**src/uart_pkg.sv**
```systemverilog
// ~~~~~~~~~~~~~~~~~~~~
// shared constants and state types for the 8N1 serial port
// import into any block that needs bit timing or FSM states
// ~~~~~~~~~~~~~~~~~~~~
`default_nettype none

package uart_pkg;

  localparam int CLK_FREQ  = 250_000_000;       // 4 ns clock
  localparam int BAUD_RATE = 15_625_000;
  localparam int BIT_TIME  = CLK_FREQ / BAUD_RATE;  // clocks per serial bit
  localparam int HALF_BIT  = BIT_TIME / 2;      // start-bit check point
  localparam int CNT_W     = $clog2(BIT_TIME);
  localparam int DATA_BITS = 8;

  typedef enum logic [2:0] {
    TX_IDLE,
    TX_START,
    TX_DATA,
    TX_STOP,
    TX_WAIT_GO_LOW  // stop bit done, waiting for go to drop
  } tx_state_t;

  typedef enum logic [1:0] {
    RX_IDLE,
    RX_START,
    RX_DATA,
    RX_STOP
  } rx_state_t;

endpackage

`default_nettype wire

```
**src/uart_rx_if.sv**
```systemverilog
// ~~~~~~~~~~~~~~~~~~~~
// receive results from the rx engine to the host register block
// ~~~~~~~~~~~~~~~~~~~~
`timescale 1ns/100ps
`default_nettype none

interface uart_rx_if;

  logic [uart_pkg::DATA_BITS-1:0] data;  // last received byte
  logic                           valid;      // one cycle per finished frame
  logic                           frame_err;  // stop bit sampled low, qualified by valid
  logic                           active;     // frame in progress

  modport engine (output data, valid, frame_err, active);
  modport host   (input data, valid, frame_err, active);

endinterface

`default_nettype wire

```
**src/uart_tx.sv**
```systemverilog
// ~~~~~~~~~~~~~~~~~~~~
// 8N1 transmit engine, one byte per go request
// hold go until busy is seen, engine idles again once go is low
// ~~~~~~~~~~~~~~~~~~~~
`timescale 1ns/100ps
`default_nettype none

module uart_tx (
  input  logic       clk,
  input  logic       rst_n,
  input  logic [7:0] tx_data,
  input  logic       go,
  output logic       txd,
  output logic       busy
);
  import uart_pkg::*;

  tx_state_t                        state;
  logic [CNT_W-1:0]                 cnt;       // counts down one bit time
  logic [$clog2(DATA_BITS)-1:0]     bit_idx;   // data bit currently on the line
  logic [DATA_BITS-1:0]             shreg;     // remaining data bits, lsb goes out next

  always_ff @(posedge clk) begin
    if (!rst_n) begin
      state   <= TX_IDLE;
      cnt     <= '0;
      bit_idx <= '0;
      txd     <= 1'b1;
      busy    <= 1'b0;
    end else begin
      case (state)
        TX_IDLE: begin
          if (go) begin
            busy  <= 1'b1;
            txd   <= 1'b0;                 // start bit
            shreg <= tx_data;
            cnt   <= CNT_W'(BIT_TIME - 1); // first clock of the start bit is this one
            state <= TX_START;
          end
        end

        TX_START: begin
          cnt <= cnt - 1'b1;
          if (cnt == '0) begin
            txd     <= shreg[0];
            shreg   <= shreg >> 1;
            bit_idx <= '0;
            cnt     <= CNT_W'(BIT_TIME - 1);
            state   <= TX_DATA;
          end
        end

        TX_DATA: begin
          cnt <= cnt - 1'b1;
          if (cnt == '0) begin
            cnt <= CNT_W'(BIT_TIME - 1);
            if (bit_idx == DATA_BITS - 1) begin
              txd   <= 1'b1;  // stop bit
              state <= TX_STOP;
            end else begin
              txd     <= shreg[0];
              shreg   <= shreg >> 1;
              bit_idx <= bit_idx + 1'b1;
            end
          end
        end

        TX_STOP: begin
          cnt <= cnt - 1'b1;
          if (cnt == '0) begin
            busy  <= 1'b0;
            state <= TX_WAIT_GO_LOW;
          end
        end

        TX_WAIT_GO_LOW: begin
          // host must release go before another byte is taken
          if (!go) begin
            state <= TX_IDLE;
          end
        end

        default: state <= TX_IDLE;
      endcase
    end
  end

endmodule

`default_nettype wire

```
**src/uart_rx.sv**
```systemverilog
// ~~~~~~~~~~~~~~~~~~~~
// 8N1 receive engine, samples each bit at its middle
// results leave through the engine side of uart_rx_if
// ~~~~~~~~~~~~~~~~~~~~
`timescale 1ns/100ps
`default_nettype none

module uart_rx (
  input  logic       clk,
  input  logic       rst_n,
  input  logic       rxd,
  uart_rx_if.engine  rx
);
  import uart_pkg::*;

  logic [1:0]                   sync_q;   // two-flop synchronizer
  logic                         rxd_s;
  logic                         rxd_prev;
  rx_state_t                    state;
  logic [CNT_W-1:0]             cnt;
  logic [$clog2(DATA_BITS)-1:0] bit_idx;
  logic [DATA_BITS-1:0]         shreg;    // bits arrive lsb first
  logic                         valid_q;
  logic                         frame_err_q;

  assign rxd_s = sync_q[1];

  always_ff @(posedge clk) begin
    if (!rst_n) begin
      sync_q   <= 2'b11;  // idle line level
      rxd_prev <= 1'b1;
    end else begin
      sync_q   <= {sync_q[0], rxd};
      rxd_prev <= rxd_s;
    end
  end

  always_ff @(posedge clk) begin
    if (!rst_n) begin
      state       <= RX_IDLE;
      cnt         <= '0;
      bit_idx     <= '0;
      valid_q     <= 1'b0;
      frame_err_q <= 1'b0;
    end else begin
      valid_q <= 1'b0;
      case (state)
        RX_IDLE: begin
          if (rxd_prev && !rxd_s) begin  // falling edge, possible start bit
            cnt   <= CNT_W'(HALF_BIT - 1);
            state <= RX_START;
          end
        end

        RX_START: begin
          cnt <= cnt - 1'b1;
          if (cnt == '0) begin
            if (!rxd_s) begin
              bit_idx <= '0;
              cnt     <= CNT_W'(BIT_TIME - 1);
              state   <= RX_DATA;
            end else begin
              state <= RX_IDLE;  // glitch, line went back high
            end
          end
        end

        RX_DATA: begin
          cnt <= cnt - 1'b1;
          if (cnt == '0) begin
            shreg   <= {rxd_s, shreg[DATA_BITS-1:1]};
            bit_idx <= bit_idx + 1'b1;
            cnt     <= CNT_W'(BIT_TIME - 1);
            if (bit_idx == DATA_BITS - 1) begin
              state <= RX_STOP;
            end
          end
        end

        RX_STOP: begin
          cnt <= cnt - 1'b1;
          if (cnt == '0) begin
            valid_q     <= 1'b1;
            frame_err_q <= !rxd_s;  // stop bit must be high
            state       <= RX_IDLE;
          end
        end

        default: state <= RX_IDLE;
      endcase
    end
  end

  assign rx.data      = shreg;  // stable from last data sample until next frame
  assign rx.valid     = valid_q;
  assign rx.frame_err = frame_err_q;
  assign rx.active    = (state != RX_IDLE);

endmodule

`default_nettype wire

```
**src/port_regs.sv**
```systemverilog
// ~~~~~~~~~~~~~~~~~~~~
// host side registers: tx byte with go/busy exchange, one-byte rx buffer
// ~~~~~~~~~~~~~~~~~~~~
`timescale 1ns/100ps
`default_nettype none

module port_regs (
  input  logic       clk,
  input  logic       rst_n,
  input  logic       wr_en,
  input  logic [7:0] wr_data,
  input  logic       rd_en,
  input  logic       busy,
  output logic [7:0] tx_data,
  output logic       go,
  output logic [7:0] rd_data,
  output logic       tx_busy,
  output logic       rx_ready,
  output logic       rx_overrun,
  output logic       rx_frame_err,
  output logic       rx_active,
  uart_rx_if.host    rx
);

  logic pending;  // byte accepted, engine not yet back to idle
  logic rd_ack;

  assign tx_busy = pending | busy;
  assign rd_ack  = rd_en && rx_ready;

  // transmit side
  always_ff @(posedge clk) begin
    if (!rst_n) begin
      go      <= 1'b0;
      pending <= 1'b0;
    end else begin
      if (wr_en && !tx_busy) begin
        tx_data <= wr_data;
        go      <= 1'b1;
        pending <= 1'b1;
      end else if (go && busy) begin
        go <= 1'b0;  // engine has taken the byte
      end else if (pending && !go && !busy) begin
        pending <= 1'b0;
      end
    end
  end

  // receive buffer and status flags
  always_ff @(posedge clk) begin
    if (!rst_n) begin
      rd_data      <= '0;
      rx_ready     <= 1'b0;
      rx_overrun   <= 1'b0;
      rx_frame_err <= 1'b0;
    end else begin
      if (rx.valid && (!rx_ready || rd_ack)) begin
        rd_data      <= rx.data;
        rx_ready     <= 1'b1;
        rx_frame_err <= rx.frame_err;
        rx_overrun   <= 1'b0;
      end else if (rx.valid) begin
        rx_overrun <= 1'b1;  // new byte dropped, old one kept
      end else if (rd_ack) begin
        rx_ready     <= 1'b0;
        rx_overrun   <= 1'b0;
        rx_frame_err <= 1'b0;
      end
    end
  end

  assign rx_active = rx.active;

endmodule

`default_nettype wire

```
**src/uart_port.sv**
```systemverilog
// ~~~~~~~~~~~~~~~~~~~~
// serial port top, host registers plus tx and rx engines
// ~~~~~~~~~~~~~~~~~~~~
`timescale 1ns/100ps
`default_nettype none

module uart_port (
  input  logic       clk,
  input  logic       rst_n,
  input  logic       wr_en,
  input  logic [7:0] wr_data,
  input  logic       rd_en,
  output logic [7:0] rd_data,
  output logic       tx_busy,
  output logic       rx_ready,
  output logic       rx_overrun,
  output logic       rx_frame_err,
  output logic       rx_active,
  input  logic       rxd,
  output logic       txd
);
  import uart_pkg::*;

  logic [DATA_BITS-1:0] tx_data;
  logic                 go;
  logic                 busy;

  uart_rx_if rx_bus ();

  port_regs u_regs (
    .clk          (clk),
    .rst_n        (rst_n),
    .wr_en        (wr_en),
    .wr_data      (wr_data),
    .rd_en        (rd_en),
    .busy         (busy),
    .tx_data      (tx_data),
    .go           (go),
    .rd_data      (rd_data),
    .tx_busy      (tx_busy),
    .rx_ready     (rx_ready),
    .rx_overrun   (rx_overrun),
    .rx_frame_err (rx_frame_err),
    .rx_active    (rx_active),
    .rx           (rx_bus.host)
  );

  uart_tx u_tx (
    .clk     (clk),
    .rst_n   (rst_n),
    .tx_data (tx_data),
    .go      (go),
    .txd     (txd),
    .busy    (busy)
  );

  uart_rx u_rx (
    .clk   (clk),
    .rst_n (rst_n),
    .rxd   (rxd),
    .rx    (rx_bus.engine)
  );

endmodule

`default_nettype wire

```
**config.mk**
```make
export PLATFORM = sky130hd
export DESIGN_NAME = uart_port
export DESIGN_NICKNAME = d
export VERILOG_FILES = /design/src/uart_pkg.sv /design/src/uart_rx_if.sv /design/src/uart_tx.sv /design/src/uart_rx.sv /design/src/port_regs.sv /design/src/uart_port.sv
export SDC_FILE = /design/constraint.sdc
export NUM_CORES = 1
export LEC_CHECK = 0
export BUFFER_PORTS_ARGS = -buffer_cell sky130_fd_sc_hd__buf_2
export CAP_MARGIN = 0
export CORE_MARGIN = 4
export CORE_UTILIZATION = 45
export DETAILED_ROUTE_END_ITERATION = 10
export SKIP_LAST_GASP = 1
export SYNTH_ARGS = -nofsm -noshare
export SYNTH_HDL_FRONTEND = slang
export SYNTH_SLANG_ARGS = --single-unit
```
**constraint.sdc**
```tcl
create_clock -name clk -period 5.5 [get_ports clk]
set_input_delay 0.825 -clock clk [delete_from_list [all_inputs] [get_ports clk]]
set_output_delay 0.825 -clock clk [all_outputs]
set_load 0.1 [all_outputs]
```
# Yosys cells after proc, flatten, opt, wreduce, memory -nomap -nowiden
# Index checks and enable logic that the tools add are counted.
[totals]
register_bits = 63
out_inout_bits = 14
[classes]
add_sub_neg = 4
eq_ne = 24
muxes = 54
bitwise_logic = 2
n_reduce_logical = 43
[op_table]
columns = ["operator", "count"]
rows = [
  ["two-way mux 3 bit", 12],
  ["two-way mux 8 bit", 4],
  ["two-way mux 4 bit", 6],
  ["case mux 8 bit (3 select lines)", 1],
  ["!= test 2 x 1 -> 1 bit (second input constant)", 10],
  ["two-way mux 1 bit", 17],
  ["case mux 4 bit (4 select lines)", 1],
  ["nonzero test 2 bit", 8],
  ["case mux 3 bit (5 select lines)", 1],
  ["two-way mux 2 bit", 6],
  ["case mux 3 bit (2 select lines)", 2],
  ["case mux 4 bit (3 select lines)", 1],
  ["AND reduction 2 bit", 6],
  ["AND reduction 4 bit", 3],
  ["AND reduction 6 bit", 2],
  ["!= test 2 bit (second input constant)", 5],
  ["== test 3 bit (second input constant)", 3],
  ["logical NOT 4 bit", 2],
  ["case mux 2 bit (4 select lines)", 1],
  ["subtractor 4 x 1 -> 4 bit (second input constant)", 2],
  ["logical AND 1 bit", 7],
  ["adder 3 x 1 -> 3 bit (second input constant)", 2],
  ["== test 3 x 2 -> 1 bit (second input constant)", 2],
  ["AND reduction 3 bit", 2],
  ["other kinds (14)", 21],
]

# Depth between registers and ports, before layout
[depth]
depth_word = 6
ltp_mapped = 6
mapped_depth_nobuf = 6

# By module
# Synthesis repeated with hierarchy kept, for this count alone.
[hier_totals]
hier_cells = 234
hier_area_um2 = 2671.3
[by_module_without_submodules]
columns = ["module", "n_inst", "cells_per_inst", "area_each_um2", "seq_area_each_um2"]
rows = [
  ["uart_tx", 1, 94, 1004.7, 480.5],
  ["uart_rx", 1, 72, 877.1, 520.5],
  ["port_regs", 1, 68, 789.5, 500.5],
]

# Worst setup path after synthesis
# OpenSTA, ideal clock, no wires.
[synth_path]
kind = "flip-flop to output port"
start = "register u_tx.busy"
end = "output port tx_busy"
arrival_time_ps = 1033
required_ps = 4675
setup_slack_ps = 3642
stages_incl_launch_ff = 3
n_path_buf = 0
cell_sequence = "dfxtp_1 > inv_1 > nand2_1"
[synth_between]
elab_chain_len = 1
[synth_lines]
columns = ["element", "line_no", "rtl"]
rows = [
  ["start, declared", "uart_tx.sv:14", "output logic busy"],
  ["start signal, assigned", "uart_tx.sv:29", "busy <= 1'b0;"],
  ["start signal, assigned", "uart_tx.sv:34", "busy <= 1'b1;"],
  ["start signal, assigned", "uart_tx.sv:71", "busy <= 1'b0;"],
  ["bitwise OR 1 bit", "port_regs.sv:28", "assign tx_busy = pending | busy;"],
  ["end, declared", "uart_port.sv:14", "output logic tx_busy,"],
]
# No other way between the ends.

==> results.md <==
- The final count of hold timing violations is 0.
- The power share of the clock group is 38.7%.
- The largest fanout of any net on the critical path is 8.
- The combinational group share of total power is 14.7%.
- The pin count of the biggest net entering global routing is 27.
- The share of final-layout standard cells stronger than drive strength 1 is 21.17%.
- The clock passes through at most 2 buffers.
- TritonCTS built the clock tree.
- The number of levels the H-tree was split into is 3.
- Subtracting the final worst setup slack from the clock period gives 2.261 ns.
- The routed layout has 1800 vias.
- The share of async-settable or async-resettable flops after synthesis is 0%.
- Row generation in the floorplan step produced 27 rows.
- The core region is 5574 sq um.
- A synthesized cell averages 10.78 sq um.
- The worst hold path belongs to the class register to register.
- The number of antenna violations at the first check in global routing is 0.
- Buffers inserted during clock tree synthesis total 9.
- The quantity of hold-fixing buffers added after cts is 0.
- The flow ran to the end, and the final reports show no timing, DRC or antenna violations.
- Sequential elements use a little under three fifths of the synthesized area.
- The element type at the critical path end is a primary output.
- The most used flip-flop cell after synthesis is sky130_fd_sc_hd__dfxtp_1.
- The signed area change from the synthesized netlist to the final layout is 15.19%.
- From bottom edge to top edge, the die measures approximately 84 um.
- Counting every sink on the clock net gives 63.
- The worst hold margin is 0.4113 ns.
- Once the clock tree was built, the resizer swapped 0 gates to a different size.
- The switching power total is 0.0003062 W.
- The data required time of the critical path is 4.68 ns.
- The largest individual stage delay along the critical path comes from the cell sky130_fd_sc_hd__dfxtp_1.
- The number of global-route vias before repair is 1743.
- During synthesis, Yosys emitted a total of 0 warnings.
- The number of register bits inferred by synthesis is 63.
- At the pin with the least slew margin, the transition time is 0.6514 ns.
- Setup total negative slack on the finished layout was measured at 0 ns.
- The power density of the placed cells is roughly 390 nW/um^2.
- Dividing the detail-routed via count by the number of cells gives 5.202.
- For this configuration, the core starts out at a cell density of 47.00%.
- Summing every instance area after synthesis gives 2620 sq um.
- Cell internal power was estimated by the tool at 0.0008653 W.
- Once detail routing completed, the nets flagged for antenna violations numbered 0.
- Measured against its own limit, the worst slew margin works out to 56.52%.
- Summed over all layers, the routed wires come to 4523 um.
- Once layout is done, the placed cells without fillers occupy 3018 sq um.
- The post-synthesis net count is 263.
- Setup repair after global routing left no endpoint under its margin.
- The number of flops mapped to enable cells by yosys is 24.
- The post-synthesis instance total is approximately 240.
- Port buffering added 26 buffers.
- The proportion of total power due to net switching is 26.14%.
- The die covers roughly 7100 sq um.
- The delay of the slowest cell on the worst path is 0.44 ns.
- The number of setup buffers added after CTS is 0.
- The aggregate global-route resource usage is between 10% and 20%.
- The first global-routing pass estimated 7776 um of wire.
- Data on the critical path arrives at its endpoint at 1.44 ns.
- The number of primary I/O pins is 27.
- VDD sags by at most 155.2 uV.
- The root buffer cell chosen for the clock tree is sky130_fd_sc_hd__clkbuf_8.
- The max-slew violation count is 0.
- The remaining global-route overflow is 0.
- The final clock period utilization by the worst path is 41.11%.
- For this run, the detailed router's first-pass iteration total came to 4.
- The post-layout net count is 289.
- The worst setup path is launched from a register.
- Setup violations remaining at the end of the flow were counted as 0.
- The total design power is ~0.0012 W.
- The detailed-placement wirelength estimate is 3093 um.
- From left edge to right edge, the die measures 84.31 um.
- After detailed routing, the average wire length per cell comes to 13.07 um.
- The clock edge transition at the registers on the reported setup and hold paths is around 0.060 ns.
- For the final database, setup skew stands at 0.005419 ns.
- The fill cell instance count of the final layout is 521.
- The total of max-cap violations is 0.
- The sequential share of power is between 40% and 50%.
- The leakage power is around 1.2 nW.
- The DRC violation count after routing is 0.
- For the worst-skew pair, the clock arrives at the later sink with an insertion delay of roughly 0.33 ns.
- The highest clock frequency the design can meet is 0.4423 GHz.
- The repair_antennas step left the layout with diodes totalling 0.
- The congestion estimate from routability-driven global placement came to 0.7113.
- Walking the worst path, the cells encountered are or2_2 -> buf_2.
- Counting distinct cell types in the post-synthesis netlist gives 47.
- The setup path with the least slack is of type register to primary output.
- The placement-stage cell area is 2786 sq um.
- The first-iteration detailed-routing DRC count is 90.
## synth_stat cells (4+ instances only)
| cell type | number | area share [%] |
|---|---|---|
| sky130_fd_sc_hd__and3_1 | 5 | 1.2 |
| sky130_fd_sc_hd__ha_1 | 7 | 3.3 |
| sky130_fd_sc_hd__o21ai_0 | 11 | 2.1 |
| sky130_fd_sc_hd__a21oi_1 | 23 | 4.4 |
| sky130_fd_sc_hd__clkbuf_1 | 6 | 0.86 |
| sky130_fd_sc_hd__mux2_2 | 7 | 3.0 |
| sky130_fd_sc_hd__nand3_1 | 10 | 1.9 |
| sky130_fd_sc_hd__nor2_1 | 12 | 1.7 |
| sky130_fd_sc_hd__nand2b_1 | 6 | 1.4 |
| sky130_fd_sc_hd__a211oi_1 | 4 | 1.1 |
| sky130_fd_sc_hd__edfxtp_1 | 24 | 28 |
| sky130_fd_sc_hd__nor3_1 | 4 | 0.76 |
| sky130_fd_sc_hd__o22ai_1 | 4 | 0.95 |
| sky130_fd_sc_hd__nand2_1 | 26 | 3.7 |
| sky130_fd_sc_hd__dfxtp_1 | 39 | 30 |
| sky130_fd_sc_hd__inv_1 | 9 | 1.3 |
## state kept, by name, summed over array words and instances (netlist names), 2 cells and up, named ones only
signal	count
u_regs.rd_data	8
u_regs.tx_data	8
u_rx.bit_idx	3
u_rx.cnt	4
u_rx.rx.data	8
u_rx.sync_q	2
u_tx.bit_idx	3
u_tx.cnt	4
u_tx.shreg	8
u_tx.state	3
## through the flow
stage / util, % / std cells / setup slack, ns
2_1_floorplan: - / 243 / 3.642
3_3_place_gp: 49.99 / 330 / 3.524
3_5_place_dp: 49.99 / 330 / 3.434
4_1_cts: 54.14 / 346 / 3.214
5_1_grt: 54.14 / 346 / 3.163
6_report: 54.14 / 346 / 3.239
## worst paths after layout
kind	startpoint	to	slack, ns	depth (start not counted)
hold / removal	u_rx.sync_q[0]	u_rx.sync_q[1]	0.41	1
setup reg to reg	u_tx.state[2]	u_tx.shreg[4]	3.52	3
setup / recovery	register	rx_active	3.24	2
hold reg to reg	u_rx.sync_q[0]	u_rx.sync_q[1]	0.41	1
## critical path, delay by kind of cell, from the launching register on
family | cells | cell delay, ns
buffers and inverters | 1 | 0.44
flip-flops | 1 | 0.44
AND/OR/NAND/NOR | 1 | 0.22
## cells by family after synthesis
kind of cell | after synthesis | synth area share (%)
xor gates and xnor gates | 2 | 0.9553
adders and majority gates | 7 | 3.343
DFF | 63 | 57.31
AOI/OAI and AO/OA | 59 | 13.80
and+or+nand+nor | 82 | 17.10
buffers and inverters | 20 | 3.342
muxes | 10 | 4.155
## placed cells by master, fill, tap and decap left out, types with 9 or more instances in the layout
cell | netlist | routed
sky130_fd_sc_hd__edfxtp_1 | 24 | 24
sky130_fd_sc_hd__buf_2 | 3 | 26
sky130_fd_sc_hd__o21ai_0 | 11 | 11
sky130_fd_sc_hd__nand3_1 | 10 | 10
sky130_fd_sc_hd__clkbuf_8 | 0 | 11
sky130_fd_sc_hd__a21oi_1 | 23 | 23
sky130_fd_sc_hd__nand2_1 | 26 | 26
sky130_fd_sc_hd__nor2_1 | 12 | 12
sky130_fd_sc_hd__dfxtp_1 | 39 | 39
sky130_fd_sc_hd__inv_1 | 9 | 9
## power by group through the flow
stage | clock, W | sequential, W | combinational (W)
5_1_grt | 0.000491 | 0.000549 | 0.000193
2_1_floorplan | 0 | 0.000557 | 0.000137
4_1_cts | 0.000469 | 0.000545 | 0.000175
3_3_place_gp | 0 | 0.000555 | 0.000173
3_5_place_dp | 0 | 0.000555 | 0.000174
6_report | 0.000453 | 0.000545 | 0.000173
## routing by layer
layer	global-route usage, %	vias up	part of all wire, %
met1	16.75	842	49
met4	7.456	0	2.1
met3	5.005	9	4.0
li1	-	923	-
met5	0	-	0
met2	21.09	26	45
## layout make-up
class	count	area, sq um	area share, %
tap	72	90.09	2.985
multi-input combinational	160	1031	34.16
clock buffer	11	151.4	5.017
clock inverter	5	80.08	2.653
sequential	63	1501	49.75
inverter	9	33.78	1.119
timing repair buffer	26	130.1	4.312
(Power assumes the default switching activity.)
